==> config.mk <==
export PLATFORM = sky130hd
export DESIGN_NAME = apb_subsystem
export DESIGN_NICKNAME = d
export VERILOG_FILES = /design/src/source/apb_sub_pkg.sv /design/src/source/ahb_addr_decode.sv /design/src/source/apb_sequencer.sv /design/src/source/apb_read_mux.sv /design/src/source/alut_regs.sv /design/src/source/apb_subsystem.sv
export VERILOG_INCLUDE_DIRS = /design/src /design/src/source
export SDC_FILE = /design/constraint.sdc
export NUM_CORES = 1
export LEC_CHECK = 0
export BUFFER_PORTS_ARGS = -buffer_cell sky130_fd_sc_hd__buf_4
export CAP_MARGIN = 20
export CORE_MARGIN = 3
export CORE_UTILIZATION = 50
export DETAILED_ROUTE_END_ITERATION = 7
export PLACE_DENSITY = 0.74
export SYNTH_ARGS = -nofsm -noshare
export SYNTH_HDL_FRONTEND = slang
export SYNTH_SLANG_ARGS = --single-unit
==> constraint.sdc <==
create_clock -name hclk -period 3.5 [get_ports hclk]
set_input_delay 0.875 -clock hclk [delete_from_list [all_inputs] [get_ports hclk]]
set_output_delay 0.875 -clock hclk [all_outputs]
set_load 0.01 [all_outputs]
==> src/source/apb_sub_cfg.svh <==
`ifndef APB_SUB_CFG_SVH
`define APB_SUB_CFG_SVH

// ----------------------------------------------------------
// Slave windows
// ----------------------------------------------------------

// Window 0 is the ALUT and windows 1 to 4 the MAC blocks
`define APB_SUB_BASE0 32'h00A0_0000
`define APB_SUB_BASE1 32'h00A1_0000
`define APB_SUB_BASE2 32'h00A2_0000
`define APB_SUB_BASE3 32'h00A3_0000
`define APB_SUB_BASE4 32'h00A4_0000

// 64 KiB per window
`define APB_SUB_WIN_BITS 16
`define APB_SUB_NUM_SLV 5

// ----------------------------------------------------------
// Address lookup table
// ----------------------------------------------------------
`define ALUT_DEPTH 8
`define ALUT_KEY_OFS 7'h20
`define ALUT_RESULT_OFS 7'h24

`endif

==> src/source/apb_sub_pkg.sv <==
package apb_sub_pkg;

   // Slave number with 0 the ALUT and 1 to 4 the MACs
   typedef logic [2:0] slave_idx_t;

   // AHB transfer types
   typedef enum logic [1:0] {
      HTRANS_IDLE   = 2'b00,
      HTRANS_BUSY   = 2'b01,
      HTRANS_NONSEQ = 2'b10,
      HTRANS_SEQ    = 2'b11
   } htrans_e;

   // AHB responses in use
   typedef enum logic [1:0] {
      HRESP_OKAY  = 2'b00,
      HRESP_ERROR = 2'b01
   } hresp_e;

   // Captured address phase
   typedef struct packed {
      logic [31:0] addr;
      logic        write;
      slave_idx_t  slave;
   } ahb_req_t;

   // Response of the addressed APB slave
   typedef struct packed {
      logic [31:0] rdata;
      logic        ready;
   } apb_rsp_t;

   // One lookup table entry
   typedef struct packed {
      logic        valid;
      logic [1:0]  port;
      logic [15:0] tag;
   } alut_entry_t;

endpackage

==> src/source/ahb_addr_decode.sv <==
`timescale 1ns/1ps
`include "apb_sub_cfg.svh"

module ahb_addr_decode import apb_sub_pkg::*; (
   input  logic        hclk,
   input  logic        reset,
   input  logic        hsel,
   input  logic [31:0] haddr,
   input  logic [1:0]  htrans,
   input  logic        hwrite,
   input  logic        hready_in,
   input  logic        hready,
   output ahb_req_t    req,
   output logic        req_valid,
   output logic        req_error
);

   localparam int NUM_SLV  = `APB_SUB_NUM_SLV;
   localparam int WIN_BITS = `APB_SUB_WIN_BITS;

   // Window bases in slave order
   localparam logic [31:0] WIN_BASE [NUM_SLV] = '{
      `APB_SUB_BASE0,
      `APB_SUB_BASE1,
      `APB_SUB_BASE2,
      `APB_SUB_BASE3,
      `APB_SUB_BASE4
   };

   logic       accept;
   logic       hit;
   slave_idx_t hit_idx;

   // ----------------------------------------------------------
   // Address phase acceptance
   // ----------------------------------------------------------

   // IDLE and BUSY fall through with no request
   assign accept = hsel && hready_in && hready &&
                   (htrans == HTRANS_NONSEQ || htrans == HTRANS_SEQ);

   // Upper address bits against each window base
   always_comb begin
      hit     = 1'b0;
      hit_idx = '0;
      for (int i = 0; i < NUM_SLV; i++) begin
         if (haddr[31:WIN_BITS] == WIN_BASE[i][31:WIN_BITS]) begin
            hit     = 1'b1;
            hit_idx = slave_idx_t'(i);
         end
      end
   end

   // Pulses land in the data phase
   always_ff @(posedge hclk) begin
      if (reset) begin
         req_valid <= 1'b0;
         req_error <= 1'b0;
      end else begin
         req_valid <= accept && hit;
         req_error <= accept && !hit;
      end
   end

   // Held until the next accepted address
   always_ff @(posedge hclk) begin
      if (accept) begin
         req.addr  <= haddr;
         req.write <= hwrite;
         req.slave <= hit_idx;
      end
   end

   // One outcome per accepted address
   assert property (@(posedge hclk) disable iff (reset) !(req_valid && req_error))
      else $error("req_valid and req_error high together");

   // Bridge stalls hready so no request follows straight on
   assert property (@(posedge hclk) disable iff (reset) req_valid |=> !req_valid)
      else $error("back to back req_valid");

endmodule

==> src/source/apb_sequencer.sv <==
`timescale 1ns/1ps
`include "apb_sub_cfg.svh"

module apb_sequencer import apb_sub_pkg::*; (
   input  logic                        hclk,
   input  logic                        reset,
   input  ahb_req_t                    req,
   input  logic                        req_valid,
   input  logic                        req_error,
   input  logic [31:0]                 hwdata,
   input  apb_rsp_t                    rsp,
   output logic [31:0]                 paddr,
   output logic                        pwrite,
   output logic [31:0]                 pwdata,
   output logic                        penable,
   output logic [`APB_SUB_NUM_SLV-1:0] psel,
   output logic                        hready,
   output logic [1:0]                  hresp
);

   localparam int NUM_SLV = `APB_SUB_NUM_SLV;

   typedef enum logic [2:0] {
      S_IDLE,
      S_DATA,
      S_SETUP,
      S_ACCESS,
      S_ERR1,
      S_ERR2
   } state_e;

   state_e      state_q;
   state_e      state;
   state_e      state_nxt;
   logic [31:0] pwdata_q;

   // ----------------------------------------------------------
   // State machine
   // ----------------------------------------------------------

   // Decode pulses arrive in the data phase itself
   // so DATA and ERR1 are taken straight from them
   always_comb begin
      state = state_q;
      if (state_q == S_IDLE && req_valid) begin
         state = S_DATA;
      end else if (state_q == S_IDLE && req_error) begin
         state = S_ERR1;
      end
   end

   always_comb begin
      state_nxt = state;
      case (state)
         S_IDLE:   state_nxt = S_IDLE;
         S_DATA:   state_nxt = S_SETUP;
         S_SETUP:  state_nxt = S_ACCESS;
         // Access phase stretched by pready low
         S_ACCESS: state_nxt = rsp.ready ? S_IDLE : S_ACCESS;
         S_ERR1:   state_nxt = S_ERR2;
         S_ERR2:   state_nxt = S_IDLE;
         default:  state_nxt = S_IDLE;
      endcase
   end

   always_ff @(posedge hclk) begin
      if (reset) begin
         state_q <= S_IDLE;
      end else begin
         state_q <= state_nxt;
      end
   end

   // Write data valid during the data phase
   always_ff @(posedge hclk) begin
      if (state == S_DATA) begin
         pwdata_q <= hwdata;
      end
   end

   // ----------------------------------------------------------
   // AHB and APB outputs
   // ----------------------------------------------------------
   assign hready  = (state == S_IDLE) || (state == S_ERR2);
   assign hresp   = (state == S_ERR1 || state == S_ERR2) ? HRESP_ERROR : HRESP_OKAY;
   assign penable = (state == S_ACCESS);
   assign psel    = (state == S_SETUP || state == S_ACCESS) ?
                    (NUM_SLV'(1) << req.slave) : '0;
   assign paddr   = req.addr;
   assign pwrite  = req.write;
   assign pwdata  = pwdata_q;

   // Only one slave addressed
   assert property (@(posedge hclk) disable iff (reset) $onehot0(psel))
      else $error("psel not one-hot");

   // Setup cycle before every access
   assert property (@(posedge hclk) disable iff (reset)
      $rose(penable) |-> $past((|psel) && !penable))
      else $error("penable without setup cycle");

   // Address register in the decoder must not move mid-access
   assert property (@(posedge hclk) disable iff (reset) penable |-> $stable(paddr))
      else $error("paddr changed during access");

endmodule

==> src/source/apb_read_mux.sv <==
`timescale 1ns/1ps
`include "apb_sub_cfg.svh"

module apb_read_mux import apb_sub_pkg::*; (
   input  logic                                hclk,
   input  logic                                reset,
   input  logic [`APB_SUB_NUM_SLV-1:0]         psel,
   input  logic                                penable,
   input  logic [31:0]                         prdata_alut,
   input  logic [`APB_SUB_NUM_SLV-2:0][31:0]   prdata_mac,
   input  logic [`APB_SUB_NUM_SLV-2:0]         pready_mac,
   output apb_rsp_t                            rsp,
   output logic [31:0]                         hrdata
);

   localparam int NUM_MAC = `APB_SUB_NUM_SLV - 1;

   // ----------------------------------------------------------
   // Slave response select
   // ----------------------------------------------------------

   // ALUT never waits and an idle bus reads as ready
   always_comb begin
      rsp.rdata = '0;
      rsp.ready = 1'b1;
      if (psel[0]) begin
         rsp.rdata = prdata_alut;
         rsp.ready = 1'b1;
      end
      for (int i = 0; i < NUM_MAC; i++) begin
         if (psel[i+1]) begin
            rsp.rdata = prdata_mac[i];
            rsp.ready = pready_mac[i];
         end
      end
   end

   // Read word captured on the last access edge
   // and held for the cycle hready returns
   always_ff @(posedge hclk) begin
      if (reset) begin
         hrdata <= '0;
      end else if (penable && rsp.ready) begin
         hrdata <= rsp.rdata;
      end
   end

endmodule

==> src/source/alut_regs.sv <==
`timescale 1ns/1ps
`include "apb_sub_cfg.svh"

module alut_regs import apb_sub_pkg::*; (
   input  logic        hclk,
   input  logic        reset,
   input  logic        psel,
   input  logic        penable,
   input  logic        pwrite,
   input  logic [6:0]  paddr,
   input  logic [31:0] pwdata,
   output logic [31:0] prdata
);

   localparam int DEPTH    = `ALUT_DEPTH;
   localparam int IDX_BITS = $clog2(DEPTH);

   alut_entry_t         entries_q [DEPTH];
   logic [15:0]         key_q;
   logic                wr_en;
   logic                entry_sel;
   logic [IDX_BITS-1:0] idx;
   logic                hit;
   logic [1:0]          hit_port;

   // Bus word layout of an entry
   function automatic logic [31:0] entry_to_word(alut_entry_t e);
      return {e.valid, 13'b0, e.port, e.tag};
   endfunction

   function automatic alut_entry_t word_to_entry(logic [31:0] w);
      alut_entry_t e;
      e.valid = w[31];
      e.port  = w[17:16];
      e.tag   = w[15:0];
      return e;
   endfunction

   // ----------------------------------------------------------
   // Register writes
   // ----------------------------------------------------------
   assign wr_en     = psel && penable && pwrite;
   // Entries at offsets 0 to 0x1C
   assign entry_sel = (paddr[6:2+IDX_BITS] == '0);
   assign idx       = paddr[2 +: IDX_BITS];

   always_ff @(posedge hclk) begin
      if (reset) begin
         for (int i = 0; i < DEPTH; i++) begin
            entries_q[i] <= '0;
         end
         key_q <= '0;
      end else if (wr_en) begin
         if (entry_sel) begin
            entries_q[idx] <= word_to_entry(pwdata);
         end else if (paddr == `ALUT_KEY_OFS) begin
            key_q <= pwdata[15:0];
         end
      end
   end

   // ----------------------------------------------------------
   // Lookup and read back
   // ----------------------------------------------------------

   // Walk downwards so the lowest matching index wins
   always_comb begin
      hit      = 1'b0;
      hit_port = '0;
      for (int i = DEPTH - 1; i >= 0; i--) begin
         if (entries_q[i].valid && entries_q[i].tag == key_q) begin
            hit      = 1'b1;
            hit_port = entries_q[i].port;
         end
      end
   end

   always_comb begin
      prdata = '0;
      if (entry_sel) begin
         prdata = entry_to_word(entries_q[idx]);
      end else if (paddr == `ALUT_KEY_OFS) begin
         prdata = {16'b0, key_q};
      end else if (paddr == `ALUT_RESULT_OFS) begin
         prdata = {hit, 29'b0, hit_port};
      end
   end

   // Byte offsets from the bridge are word sized only
   assert property (@(posedge hclk) disable iff (reset) psel |-> (paddr[1:0] == 2'b00))
      else $error("unaligned ALUT access");

endmodule

==> src/source/apb_subsystem.sv <==
`timescale 1ns/1ps
`include "apb_sub_cfg.svh"

module apb_subsystem import apb_sub_pkg::*; (
   // AHB slave port
   input  logic        hclk,
   input  logic        reset,
   input  logic        hsel,
   input  logic [31:0] haddr,
   input  logic [1:0]  htrans,
   input  logic        hwrite,
   input  logic [31:0] hwdata,
   input  logic        hready_in,
   output logic [31:0] hrdata,
   output logic        hready,
   output logic [1:0]  hresp,
   // APB bus shared by the MACs
   output logic [31:0] paddr,
   output logic        pwrite,
   output logic        penable,
   output logic [31:0] pwdata,
   output logic        psel_mac0,
   output logic        psel_mac1,
   output logic        psel_mac2,
   output logic        psel_mac3,
   input  logic [31:0] prdata_mac0,
   input  logic [31:0] prdata_mac1,
   input  logic [31:0] prdata_mac2,
   input  logic [31:0] prdata_mac3,
   input  logic        pready_mac0,
   input  logic        pready_mac1,
   input  logic        pready_mac2,
   input  logic        pready_mac3
);

   localparam int NUM_SLV = `APB_SUB_NUM_SLV;

   ahb_req_t           req;
   logic               req_valid;
   logic               req_error;
   apb_rsp_t           rsp;
   logic [NUM_SLV-1:0] psel;
   logic               psel_alut;
   logic [31:0]        prdata_alut;

   // ----------------------------------------------------------
   // Select split
   // ----------------------------------------------------------
   assign psel_alut = psel[0];
   assign psel_mac0 = psel[1];
   assign psel_mac1 = psel[2];
   assign psel_mac2 = psel[3];
   assign psel_mac3 = psel[4];

   // ----------------------------------------------------------
   // Bridge
   // ----------------------------------------------------------
   ahb_addr_decode u_decode (
      .hclk      (hclk),
      .reset     (reset),
      .hsel      (hsel),
      .haddr     (haddr),
      .htrans    (htrans),
      .hwrite    (hwrite),
      .hready_in (hready_in),
      .hready    (hready),
      .req       (req),
      .req_valid (req_valid),
      .req_error (req_error)
   );

   apb_sequencer u_sequencer (
      .hclk      (hclk),
      .reset     (reset),
      .req       (req),
      .req_valid (req_valid),
      .req_error (req_error),
      .hwdata    (hwdata),
      .rsp       (rsp),
      .paddr     (paddr),
      .pwrite    (pwrite),
      .pwdata    (pwdata),
      .penable   (penable),
      .psel      (psel),
      .hready    (hready),
      .hresp     (hresp)
   );

   apb_read_mux u_read_mux (
      .hclk        (hclk),
      .reset       (reset),
      .psel        (psel),
      .penable     (penable),
      .prdata_alut (prdata_alut),
      .prdata_mac  ({prdata_mac3, prdata_mac2, prdata_mac1, prdata_mac0}),
      .pready_mac  ({pready_mac3, pready_mac2, pready_mac1, pready_mac0}),
      .rsp         (rsp),
      .hrdata      (hrdata)
   );

   // Slave 0 sees the low address bits only
   alut_regs u_alut (
      .hclk    (hclk),
      .reset   (reset),
      .psel    (psel_alut),
      .penable (penable),
      .pwrite  (pwrite),
      .paddr   (paddr[6:0]),
      .pwdata  (pwdata),
      .prdata  (prdata_alut)
   );

endmodule

== After elaboration in Yosys (flattened, before gate mapping) ==
Memory sizes are Yosys's and may differ from the RTL's. A register that Yosys moved wholly into a read port is not among the register bits.
Cells that the tools add are included.
Cells by class
  $add $sub $neg: 0
  multiply operators: 0
  divide/modulo/power cells: 0
  magnitude comparators: 0
  equality and inequality tests: 22
  shift-type cells: 1
  multiplexer cells: 48
  bitwise gates (word level): 1
  reduce and logical (&&, ||, !) cells: 28
Operator list (number)
  two-way mux 33 bit: 5
  equality test 16 bit: 8
  two-way mux 32 bit: 3
  equality test 16 x 8 -> 1 bit (second input constant): 5
  two-way mux 1 bit: 22
  two-way mux 2 bit: 11
  two-way mux 19 bit: 1
  OR reduction 19 bit: 1
  logical AND 1 bit: 18
  equality test 7 x 6 -> 1 bit (second input constant): 2
  two-way mux 3 bit: 4
  case mux 3 bit (4 select lines): 1
  equality test 3 x 2 -> 1 bit (second input constant): 2
  equality test 3 bit (second input constant): 2
  zero test 3 bit: 2
  two-way mux 5 bit: 1
  left shift 1 x 3 -> 5 bit (first input constant): 1
  equality test 2 bit (second input constant): 2
  logical OR 1 bit: 4
  equality test 3 x 1 -> 1 bit (second input constant): 1
  AND reduction 3 bit: 1
  zero test 2 bit: 1
  zero test 1 bit: 1
  inverter 1 bit: 1
Storage, ports and cells
  register bits after elaboration: 121
  bits in latches: 0
  RAM bits: 152
  memory bits (read-only): 0
  input port bits: 203
  output and inout port bits: 105
  word-level logic and storage cells: 110
  memories kept: 1
Memory list
  u_alut.entries_q: words 8, width 19, read ports 9, clocked after Yosys merged registers in 1, write ports 8, RTL line alut_regs.sv:18  | alut_entry_t entries_q [DEPTH];

== Logic depth before layout (Yosys ltp) ==
Gate-level depths: netlist of the first run.
An unclocked memory read counts as a cell.
  depth after elaboration: 21
  depth in mapped cells: 11

== Hierarchy ==
From an unflattened synthesis of the first run, not the netlist that was laid out.
Second synthesis, totals
  cells, all modules: 1248
  area total of the unflattened synthesis: 14791.7 um2
By module, submodules not included
  alut_regs: instances 1, cells each 828, area each 9937.0 um2, sequential area each 4884.7 um2
  apb_read_mux: instances 1, cells each 269, area each 2155.8 um2, sequential area each 640.6 um2
  apb_sequencer: instances 1, cells each 100, area each 1463.9 um2, sequential area each 1021.0 um2
  ahb_addr_decode: instances 1, cells each 51, area each 1234.9 um2, sequential area each 1121.1 um2

== Least setup slack after synthesis of the first run ==
OpenSTA, ideal clock, no wires.
  path type: reg2reg
  from: register u_sequencer.state_q[1]
  to: register u_sequencer.pwdata_q[0] (netlist: u_sequencer.pwdata[0]) (enable)
  library setup time: 461 ps
  arrival: 2698 ps
  setup slack: 340 ps
  cell stages (with the launch flop): 3
  path buffers: 1
  period minus slack after synthesis: 3160 ps
  path through: dfxtp_1 > clkbuf_1 > nor3_1
Between the ends
  longest elaborated chain between the ends: 5
Ends and longest elaborated chain
  from (decl): RTL line apb_sequencer.sv:32  | state_e state_q;
  from (signal assigned): RTL line apb_sequencer.sv:70  | state_q <= state_nxt;
  zero test 3 bit: RTL line apb_sequencer.sv:45, apb_sequencer.sv:47
  logical AND 1 bit: RTL line apb_sequencer.sv:47  | end else if (state_q == S_IDLE && req_error) begin
  two-way mux 3 bit: RTL line apb_sequencer.sv:47
  two-way mux 3 bit *: RTL line apb_sequencer.sv:45  | if (state_q == S_IDLE && req_valid) begin
  equality test 3 x 1 -> 1 bit *: RTL line apb_sequencer.sv:76  | if (state == S_DATA) begin
  to (signal assigned): RTL line apb_sequencer.sv:77  | pwdata_q <= hwdata;
  to (decl): RTL line apb_sequencer.sv:35  | logic [31:0] pwdata_q;
Mark *: on every way between the ends. The rest lies on a longest branch, timed or not.
A chain may end at the register's enable or synchronous reset.

== Worst setup path in the final report of the first run ==
  from: register u_sequencer.state_q[1]
  to: output port psel_mac1
Between the ends
  longest elaborated chain between the ends: 7
Ends and longest elaborated chain
  zero test 3 bit: RTL line apb_sequencer.sv:45, apb_sequencer.sv:47
  logical AND 1 bit: RTL line apb_sequencer.sv:47
  two-way mux 3 bit: RTL line apb_sequencer.sv:47
  two-way mux 3 bit *: RTL line apb_sequencer.sv:45
  equality test 3 x 2 -> 1 bit: RTL line apb_sequencer.sv:87  | assign psel = (state == S_SETUP || state == S_ACCESS) ?
  logical OR 1 bit *: RTL line apb_sequencer.sv:87
  two-way mux 5 bit *: RTL line apb_sequencer.sv:87
  to (decl): RTL line apb_subsystem.sv:23  | output logic psel_mac1,
Marked as above.

==> key figures, run 1 <==
Critical path
  – Startpoint Class: register
  – CP delay by family, top: simple AND/OR/NAND/NOR gates
  – Reg-to-reg startpoint: u_alut.key_q[13]
  – Worst setup EP type: output port
  – Critical Path Max Stage Delay: 600 ps
  – CP arrival: roughly 2500 ps
  – Critical Path Start: u_sequencer.state_q[1]
  – Crit path to: psel_mac1
  – CP Class: register to output port
  – Crit path max fanout: 18
  – WP buf/inv: 2
  – Critical Path Stages: 5
  – Reg2reg end: u_read_mux.hrdata[0]
  – Worst R2R Setup Slack: roughly 400 ps
  – Worst R2R Path Depth: 8
  – Critical Path RT: 2620 ps
  – CP cell instances: nor2b_1 > buf_4 > nor2b_1 > and2_1 > buf_4
  – CP max-delay cell: and2_1

STA
  – Hold WS: between 400 and 500 ps
  – Slew Limit Headroom: ~29%
  – Max Slew Vio Count: 0
  – Period utilisation layout: 95.0%
  – Setup ws final: ~180 ps
  – Clock skew: approximately 22 ps
  – Hold Fails Final Rpt: 0
  – RSZ-0062 raised after global routing: no
  – Worst Tran Pin Value: between 1000 and 1500 ps
  – Top achievable clock speed: 301 MHz
  – Setup TNS: 0 ps
  – Final setup fails: 0
  – Tmin final: 3320 ps

Pwr
  – Comb pwr share: under 10%
  – Leak: between 6 and 7 nW
  – Max rail drop VDD: just over 400 uV
  – Power Dens Cells: 429 nW/um^2
  – Switch Pwr: about 1.8 mW
  – Clk pwr share: between 40% and 50%
  – Internal Power: 5.77 mW
  – Sequential share of power: 49.7%
  – Total power: 7.55 mW
  – Sw frac: between 20% and 30%

Place
  – DP Area: around 17,000 um^2
  – Hpwl dp: between 30 and 40 mm
  – DP Cell Count: roughly 1,800
  – Placer Congestion: ~0.95
  – Dpl ws: 475 ps
  – Port-buffer cells: a little over 300

Routing
  – Via count: about 11,000
  – DRC errors left: 0
  – WL/cell: roughly 24 um
  – ANT nets after route: 0
  – Via-to-Cell Ratio: 5.82
  – Final WL: 45.2 mm
  – DR pass1 iterations: 5
  – Starting DRC count in detailed routing: 1,302

GRT
  – First-pass GRT wire length: approximately 66 mm
  – Largest net degree at the start of global routing: 38
  – Vias in the first global route: 11,000
  – GR Util All Layers: 28.7%
  – Initial antenna violation count: 5
  – Gr ovfl total: 0

Synth
  – Sequential-to-total area share from yosys stat: between 50 and 60%
  – Main combinational cell family by area after synthesis: simple AND/OR/NAND/NOR gates
  – Cell area after synthesis: ~14,000 um^2
  – Yosys cell types: a little under 60
  – Synthesized net count: 1,390
  – Yosys reg bits: ~280
  – Avg Inst Size Synth: around 12 um^2
  – Synth Area in Compound Gates: under 10%
  – Number of flops mapped to enable cells by yosys: 220
  – Synth Instances: between 1,000 and 1,500
  – Multiplexer share of the synthesized area: under 10%
  – Asr flop ratio synth: 0%
  – Synth Area in Simple Gates: about 16%
  – Synth Area in XOR/XNOR: a little under 8%
  – Number of warnings issued by yosys: 0
  – Adder-Cell Fraction of Synth Area: 0%
  – Prevailing post-synth register cell: edfxtp_1

Job
  – Maxcap violations: 0

Clocking
  – Clk_lat worst skew: ~570 ps
  – Root Driver: clkbuf_16
  – Clock sink count: between 200 and 300
  – H-tree levels: 1
  – Clk buf depth: 3
  – Post-CTS setup buffers: 0
  – CTS tree: built
  – Resized Gates After CTS: 0
  – Reg clk slew, reported paths: around 60 ps
  – TritonCTS Buffers: 31
  – CTS Hold Bufs: 0

Cells and area
  – Final Cell Area: ~18,000 um^2
  – Util after Layout: a little over three fifths
  – Most common library cell in the layout ignoring fill and taps: buf_4
  – Most frequent cells in the layout: buf_4 (347), edfxtp_1 (220), and2_1 (159)
  – Share of cells above drive strength 1: around 32%
  – Nets@finish: ~1,700
  – Layout Area Growth over Synthesis: 24.2%
  – Non-Filler Instances: 1,858

Outcome
  – Status: finished clean

Floorplan
  – Die width: between 150 and 200 um
  – Core Region: approximately 28,000 um^2
  – Initial Utilization: between 50% and 60%
  – Die Ht: 174 um
  – Die Area: ~30,000 um^2
  – Boundary Pins: 308
  – # rows: between 60 and 70

Worst hold path
  – Min-delay worst type: register to register
## synth_stat cells, drive strengths merged, types with 7 or more instances
library cell,count,area [um^2]
edfxtp,220,6610
and2,159,995
nand2,116,435
xor2,68,596
buf,63,448
xnor2,60,526
dfxtp,56,1120
clkbuf,55,220
a221oi,45,400
mux4,38,856
nor2,36,135
o21ai,36,180
nor4,32,206
a21oi,29,145
mux2,27,304
nor3,26,130
a22o,15,131
a22oi,15,113
nand3,13,65.1
nand4,9,56.3
or2,9,56.3
inv,8,30.0
mux2i,7,70.1
## area by class of cell
type                       instances  area (um^2)
fill                            2219        10300
timing repair buffer             348         2630
sequential                       276         7730
multi-input combinational        784         5750
clock inverter                    24          193
clock buffer                      33          783
antenna                            6         15.0
inverter                           9         33.8
tap                              378          473
## power groups by stage
stage / clock (mW) / sequential, mW / combinational [mW]
global placement: 0 / 3.82 / 0.657
CTS: 3.16 / 3.75 / 0.668
global route: 3.30 / 3.77 / 0.712
detailed placement: 0 / 3.82 / 0.665
floorplan: 0 / 3.77 / 0.330
finish: 3.13 / 3.76 / 0.671
## flip-flops by register name (all words and copies together) (netlist names), named ones only
| register | cells |
|---|---|
| u_read_mux.hrdata | 32 |
| u_decode.req | 36 |
| u_sequencer.state_q | 3 |
| u_decode.req_valid | 1 |
| u_decode.req_error | 1 |
| u_alut.key_q | 16 |
| u_sequencer.pwdata | 32 |
| u_alut.entries_q | 152 |
## tightest hold or removal path: stages, from the launching register on
cell and delay [ps]:
dfxtp_1 310, nand2_1 60, a21oi_1 50
## routing by layer
| metal | track usage [%] | vias to the layer above | part of all wire (%) |
|---|---|---|---|
| met4 | 12.7 | 0 | 4.8 |
| met2 | 49.9 | 612 | 50 |
| met1 | 34.5 | 5238 | 36 |
| li1 | - | 4851 | - |
| met5 | 0 | - | 0 |
| met3 | 6.05 | 111 | 9.1 |
## how the worst min path moves through the flow
| stage | end | depth (start not counted) | slack (ps) | from |
|---|---|---|---|---|
| after detailed placement | u_read_mux.hrdata[17] | 2 | 460 | u_read_mux.hrdata[17] |
| after global placement | u_read_mux.hrdata[16] | 2 | 450 | u_read_mux.hrdata[16] |
| after global routing | u_sequencer.pwdata[10] | 1 | 460 | hwdata[10] |
| after floorplan | u_read_mux.hrdata[16] | 2 | 480 | u_read_mux.hrdata[16] |
| after CTS | u_sequencer.pwdata[20] | 1 | 460 | hwdata[20] |
| final | u_read_mux.hrdata[16] | 2 | 470 | u_read_mux.hrdata[16] |
## cells by family after synthesis
logic type | count (synthesis)
AND/OR/NAND/NOR | 423
multiplexers | 72
AO/OA/AOI/OAI | 160
XOR/XNOR | 128
other | 1
flip-flops | 276
buffers and inverters | 127
Note: power is estimated with default switching activity, not from simulation.
==> run 2, diff against run 1 <==
Settings changed: ABC_AREA set to 1.
==> run 2 against run 1 <==
Effect of this change: setup slack improved by 250 ps; cell count increased by 39%; first-iteration DRC count increased by 44%; wire length increased by 32%; clock power increased by 7.7%; sequential cell count unchanged; core utilization increased by 0.34 points; largest cell class unchanged; area after synthesis increased by 8.7%; sequential share of layout area decreased by 3.4 points.
==> key figures, run 2 <==
Outcome
  – Status: finished clean

Cells and area
  – Multi-input logic area: 6230 um^2 (+8.3%)
  – Max FFs per register: 152 (unchanged)
  – Fill count: 2,602 (+17%)
  – Most frequent cells in the layout: nand2_1 (403), buf_4 (376), nor2_1 (296)
  – Nets@finish: 2,374 (+44%)
  – Share of cells above drive strength 1: 21.6% (-11 points)
  – Util after Layout: 63.5% (+0.34 points)
  – Layout Area Growth over Synthesis: 23.8%
  – Sequential cell area: 7730 um^2 (about the same)
  – Top Registers: u_alut.entries_q x152, u_decode.req x36
  – Most common library cell in the layout ignoring fill and taps: nand2_1
  – Reg with most FFs: u_alut.entries_q
  – # diodes: 0 (-6)

STA
  – Period utilisation layout: 87.9% (-7.1 points)
  – Tmin final: 3070 ps (-250 ps)
  – Setup TNS: 0 ps (unchanged)
  – Clock skew: 22.8 ps (+0.669 ps)
  – Worst Tran Pin Value: 963 ps (-102 ps)
  – Top achievable clock speed: 325 MHz (+8.1%)
  – Hold WS: 465 ps (-3.15 ps)
  – Final setup fails: 0 (unchanged)
  – RSZ-0062 raised after global routing: no
  – Setup ws final: 425 ps (+250 ps)
  – Max Slew Vio Count: 0 (unchanged)
  – Hold Fails Final Rpt: 0 (unchanged)
  – Slew Limit Headroom: 35.7% (+7.0 points)

Routing
  – ANT nets after route: 0 (unchanged)
  – DR pass1 iterations: 6 (+1)
  – WL/cell: 23.1 um (-5.2%)
  – DRC errors left: 0 (unchanged)
  – Via count: 15,200 (+40%)
  – Via-to-Cell Ratio: 5.87 (+0.83%)
  – Final WL: 59.6 mm (+32%)
  – Starting DRC count in detailed routing: 1,877 (+44%)

Clocking
  – Reg clk slew, reported paths: 60 ps (about the same)
  – CTS tree: built
  – CTS Hold Bufs: 0 (unchanged)
  – H-tree levels: 1 (unchanged)
  – Post-CTS setup buffers: 0 (unchanged)
  – TritonCTS Buffers: 31 (unchanged)
  – Root Driver: clkbuf_16
  – Resized Gates After CTS: 0 (unchanged)
  – Clk buf depth: 3 (unchanged)
  – Clock sink count: 276 (unchanged)
  – Clk_lat worst skew: 580 ps (about the same)

Synth
  – Avg Inst Size Synth: 8.13 um^2 (-32%)
  – Yosys cell types: 51 (-12%)
  – Synth Area in Compound Gates: 14.4% (+6.4 points)
  – Yosys reg bits: 276 (unchanged)
  – Ranking of synthesized cells by area: edfxtp_1 (43%), nand2_1 (9.8%), dfxtp_1 (7.3%)
  – Sequential-to-total area share from yosys stat: 50.2% (-4.4 points)
  – Synth Area in XOR/XNOR: 1.99% (-5.9 points)
  – Asr flop ratio synth: 0% (unchanged)
  – Main combinational cell family by area after synthesis: simple AND/OR/NAND/NOR gates
  – Synth Area in Simple Gates: 23.9% (+8.1 points)
  – Synth Instances: 1,896 (+60%)
  – Top post-synthesis cells by count: nand2_1 (403), nor2_1 (297), edfxtp_1 (220)
  – Number of warnings issued by yosys: 0 (unchanged)
  – Synth top area share: 42.9% (-3.7 points)
  – Prevailing post-synth register cell: edfxtp_1
  – Number of flops mapped to enable cells by yosys: 220 (unchanged)
  – Synthesized net count: 2,099 (+51%)
  – Adder-Cell Fraction of Synth Area: 0% (unchanged)
  – Largest area contributor in the netlist: edfxtp_1
  – Cell area after synthesis: 15,400 um^2 (+8.7%)
  – Count leader, synth: nand2_1
  – Multiplexer share of the synthesized area: 0% (-8.7 points)

Critical path
  – Crit path max fanout: 10 (-8)
  – Worst setup EP type: output port
  – Critical Path RT: 2620 ps (about the same)
  – Worst R2R Setup Slack: 530 ps (+130 ps)
  – Startpoint Class: register
  – CP Class: register to output port
  – CP arrival: 2200 ps (-250 ps)

Floorplan
  – Die width: 182 um (+4.1%)
  – Die Ht: 182 um (+4.1%)
  – Die Area: 33,000 um^2 (+8.4%)
  – Initial Utilization: 51.3% (+0.42 points)
  – Core Region: 30,000 um^2 (+7.8%)
  – # rows: 63 (+3.3%)
  – Boundary Pins: 308 (unchanged)

Place
  – Hpwl dp: 43.5 mm (+30%)
  – Placer Congestion: 1.07 (+13%)
  – Dpl ws: 593 ps (+119 ps)
  – Port-buffer cells: 305 (unchanged)

GRT
  – GR Util All Layers: 34.6% (+5.8 points)
  – Initial antenna violation count: 0 (-5)
  – Largest net degree at the start of global routing: 111 (+190%)
  – Vias in the first global route: 14,300 (+30%)
  – Gr ovfl total: 0 (unchanged)
  – First-pass GRT wire length: 86.4 mm (+31%)

Job
  – Maxcap violations: 0 (unchanged)

Pwr
  – Leak: 8.28 nW (+19%)
  – Max rail drop VDD: 391 uV (-3.2%)
  – Total power: 7.90 mW (+4.6%)
  – Power Dens Cells: 414 nW/um^2 (-3.5%)

Worst hold path
  – Min-delay worst type: register to register
[run 2: final timing paths]
| path | cells after the start | end | startpoint |
|---|---|---|---|
| setup / recovery | 7 | psel_mac1 | u_sequencer.state_q[1] |
| hold / removal | 2 | u_read_mux.hrdata[8] | u_read_mux.hrdata[8] |
| setup reg to reg | 10 | u_read_mux.hrdata[12] | register |
| hold reg to reg | 2 | u_read_mux.hrdata[8] | u_read_mux.hrdata[8] |
[run 2: per-stage QoR]
| step | instance area (um^2) | std cells |
|---|---|---|
| after floorplan | 15400 | 1896 |
| after global placement | 18000 | 2528 |
| after detailed placement | 18000 | 2528 |
| after CTS | 19100 | 2586 |
| after global routing | 19100 | 2586 |
| final | 19100 | 2586 |
[run 2: cell type report]
class	instances	area share, %
inverter	189	3.73
timing repair buffer	378	15.0
clock buffer	45	4.89
sequential	276	40.5
clock inverter	13	0.682
tap	390	2.56
multi-input combinational	1295	32.6
[run 2: cell families (layout without fill, tap and decap cells)]
group	Yosys count	count (layout)
AO/OA/AOI/OAI	382	382
XOR/XNOR	35	35
buffers and inverters	325	625
flip-flops	276	276
other	1	1
AND/OR/NAND/NOR	877	877
[run 2: worst max-delay path, cell delays in order, from the launching register on]
cell and delay, ps:
dfxtp_1 390, inv_2 90, nor2_1 150, inv_2 110, nor2_1 140, nand3_2 240, inv_1 340, buf_4 190
[run 2: routing by layer]
layer,vias to the layer above,wire (um),global-route usage [%]
met1,7021,22200,45.1
met2,1027,26600,54.0
met4,0,2620,13.4
li1,6953,-,-
met3,172,8280,10.9
met5,-,0,0
[run 2: power breakdown]
| group | internal (mW) | total [mW] | switching (mW) |
|---|---|---|---|
| clock network | 2.00 | 3.37 | 1.36 |
| registers | 3.64 | 3.72 | 0.0739 |
| logic | 0.320 | 0.818 | 0.498 |
==> run 3, diff against run 2 <==
Settings changed: CORE_UTILIZATION 50 to 56, PLACE_DENSITY 0.74 to 0.81, SYNTH_HIERARCHICAL set to 1.
==> run 3 against run 2 <==
Effect of this change: via count decreased by 5.9%; core utilization increased by 6.2 points; synthesized cell count decreased by 0.74%; count of clock-buffer cells in the layout decreased by 13; critical endpoint is now u_alut/entries_q[3][8].
==> key figures, run 3 <==
Clocking
  – Reg clk slew, reported paths: 60 ps (about the same)
  – H-tree levels: 1 (unchanged)
  – Clk_lat worst skew: 550 ps (-30 ps)
  – Clk buf depth: 3 (unchanged)
  – TritonCTS Buffers: 29 (-6.5%)
  – Root Driver: clkbuf_16
  – Resized Gates After CTS: 0 (unchanged)
  – CTS Hold Bufs: 0 (unchanged)
  – CTS tree: built
  – Clock sink count: 273 (-1.1%)
  – Post-CTS setup buffers: 0 (unchanged)

Cells and area
  – Top Registers: u_alut/entries_q x152, u_decode/req x36
  – Non-Filler Instances: 2,477 (-4.2%)
  – Multi-input logic area: 5840 um^2 (-6.2%)
  – # diodes: 0 (unchanged)
  – Fill count: 2,116 (-19%)
  – Sequential cell area: 7670 um^2 (-0.79%)
  – Most frequent cells in the layout: nand2_1 (431), buf_4 (344), nor2_1 (325)
  – Max FFs per register: 152 (unchanged)
  – Most common library cell in the layout ignoring fill and taps: nand2_1
  – Layout Area Growth over Synthesis: 21.0%
  – Reg with most FFs: u_alut/entries_q
  – Share of cells above drive strength 1: 20.7% (-0.86 points)
  – Nets@finish: 2,322 (-2.2%)

Place
  – Hpwl dp: 37.5 mm (-14%)
  – Placer Congestion: 1.01 (-5.9%)
  – Port-buffer cells: 305 (unchanged)
  – DP Cell Count: 2,422 (-4.2%)

STA
  – Max Slew Vio Count: 0 (unchanged)
  – Tmin final: 3090 ps (+16.9 ps)
  – Clock skew: 8.70 ps (-14.1 ps)
  – Hold Fails Final Rpt: 0 (unchanged)
  – RSZ-0062 raised after global routing: no
  – Setup TNS: 0 ps (unchanged)
  – Worst Tran Pin Value: 1060 ps (+93.2 ps)
  – Slew Limit Headroom: 29.5% (-6.2 points)
  – Final setup fails: 0 (unchanged)
  – Period utilisation layout: 88.3% (+0.48 points)
  – Top achievable clock speed: 323 MHz (-0.55%)

Synth
  – Top post-synthesis cells by count: nand2_1 (431), nor2_1 (329), edfxtp_1 (220)
  – Yosys reg bits: 273 (-1.1%)
  – Number of warnings issued by yosys: 6 (+6)
  – Largest area contributor in the netlist: edfxtp_1
  – Avg Inst Size Synth: 8.05 um^2 (-1.0%)
  – Prevailing post-synth register cell: edfxtp_1
  – Ranking of synthesized cells by area: edfxtp_1 (44%), nand2_1 (11%), nor2_1 (8.2%)
  – Number of flops mapped to enable cells by yosys: 220 (unchanged)
  – Yosys cell types: 49 (-3.9%)
  – Cell area after synthesis: 15,100 um^2 (-1.7%)
  – Asr flop ratio synth: 0% (unchanged)
  – Count leader, synth: nand2_1
  – Sequential-to-total area share from yosys stat: 50.6% (+0.49 points)
  – Synth Instances: 1,882 (-0.74%)
  – Synth top area share: 43.6% (+0.75 points)

Pwr
  – Clk pwr share: 41.8% (-0.8 points)
  – Max rail drop VDD: 433 uV (+11%)
  – Sw frac: 23.7% (-0.84 points)
  – Power Dens Cells: 407 nW/um^2 (-1.7%)
  – Sequential share of power: 49.3% (+2.2 points)
  – Internal Power: 5.69 mW (-4.6%)
  – Switch Pwr: 1.76 mW (-8.9%)
  – Comb pwr share: 9.0% (-1.3 points)
  – Leak: 8.32 nW (+0.43%)

Floorplan
  – Boundary Pins: 308 (unchanged)
  – # rows: 59 (-6.3%)
  – Initial Utilization: 57.6% (+6.3 points)
  – Die width: 170 um (-6.1%)
  – Die Area: 29,000 um^2 (-12%)
  – Core Region: 26,300 um^2 (-12%)
  – Die Ht: 170 um (-6.1%)

Critical path
  – Crit path max fanout: 10 (unchanged)
  – Critical Path RT: 3750 ps (+1130 ps)
  – CP Class: register to register
  – Worst setup EP type: register
  – CP arrival: 3340 ps (+1140 ps)
  – Startpoint Class: register

GRT
  – Vias in the first global route: 13,500 (-5.7%)
  – Largest net degree at the start of global routing: 65 (-41%)
  – First-pass GRT wire length: 77.1 mm (-11%)
  – GR Util All Layers: 34.6% (+0.084 points)
  – Gr ovfl total: 0 (unchanged)
  – Initial antenna violation count: 1 (+1)

Routing
  – DRC errors left: 0 (unchanged)
  – Via-to-Cell Ratio: 5.76 (-1.8%)
  – DR pass1 iterations: 6 (unchanged)
  – Via count: 14,300 (-5.9%)
  – ANT nets after route: 0 (unchanged)
  – Starting DRC count in detailed routing: 1,810 (-3.6%)
  – Final WL: 51.9 mm (-13%)
  – WL/cell: 20.9 um (-9.2%)

Outcome
  – Status: finished clean

Job
  – Maxcap violations: 0 (unchanged)

Worst hold path
  – Min-delay worst type: input port to register
[run 3: logic make-up after synthesis]
family	synth area share [%]
buf+inv	11.3
xor+xnor	1.74
flops	50.6
simple gates	25.1
other cells	0.0496
compound gates	11.2
[run 3: final timing paths]
path | startpoint | to | slack, ps | cells after the start
worst max-delay path | u_sequencer/state_q[1] | u_alut/entries_q[3][8] | 410 | 11
worst min-delay path | hwdata[7] | u_sequencer/pwdata[7] | 490 | 1
worst max register to register | u_sequencer/state_q[1] | u_alut/entries_q[3][8] | 410 | 11
worst min register to register | u_read_mux/hrdata[6] | u_read_mux/hrdata[6] | 510 | 4
[run 3: power by group through the flow]
stage / combinational, mW / clock (mW) / sequential, mW
global placement: 0.640 / 0 / 3.74
CTS: 0.652 / 3.14 / 3.67
finish: 0.669 / 3.11 / 3.67
global route: 0.717 / 3.27 / 3.68
floorplan: 0.306 / 0 / 3.73
detailed placement: 0.649 / 0 / 3.74
[run 3: per-stage QoR]
| stage | hold WS, ps | power [mW] | area (um^2) | util, % | setup slack, ps |
|---|---|---|---|---|---|
| 2_1_floorplan | 533 | 4.03 | 15200 | - | 533 |
| 3_3_place_gp | 499 | 4.38 | 17300 | 65.9 | 632 |
| 3_5_place_dp | 500 | 4.39 | 17300 | 65.9 | 509 |
| 4_1_cts | 482 | 7.47 | 18300 | 69.6 | 466 |
| 5_1_grt | 489 | 7.67 | 18300 | 69.7 | 273 |
| 6_report | 493 | 7.46 | 18300 | 69.7 | 408 |
[run 3: area by class of cell]
| type | instances | area share, % |
|---|---|---|
| flip-flops and latches | 273 | 41.9 |
| multi-input cells | 1257 | 31.9 |
| repair buffers | 345 | 14.3 |
| inverters | 213 | 4.42 |
| clock buffers | 32 | 4.14 |
| well taps | 335 | 2.29 |
| clock inverters | 22 | 1.16 |
[run 3: worst max-delay path, stage by stage, from the launching register on]
cell and delay [ps]:
dfxtp_1 380, nor2_1 160, nand3_1 150, nand2_4 140
nand2_1 100, nor3_1 220, nand3_1 200, nand3b_1 260
nor2_1 420, nand2_1 150, nand2_1 330, buf_4 270
[run 3: layer usage]
layer	track usage [%]	share of wire [%]	up-vias
li1	-	-	6609
met4	13.3	4.1	2
met2	55.3	47	905
met5	0.502	0.025	-
met1	46.9	38	6597
met3	7.06	11	161
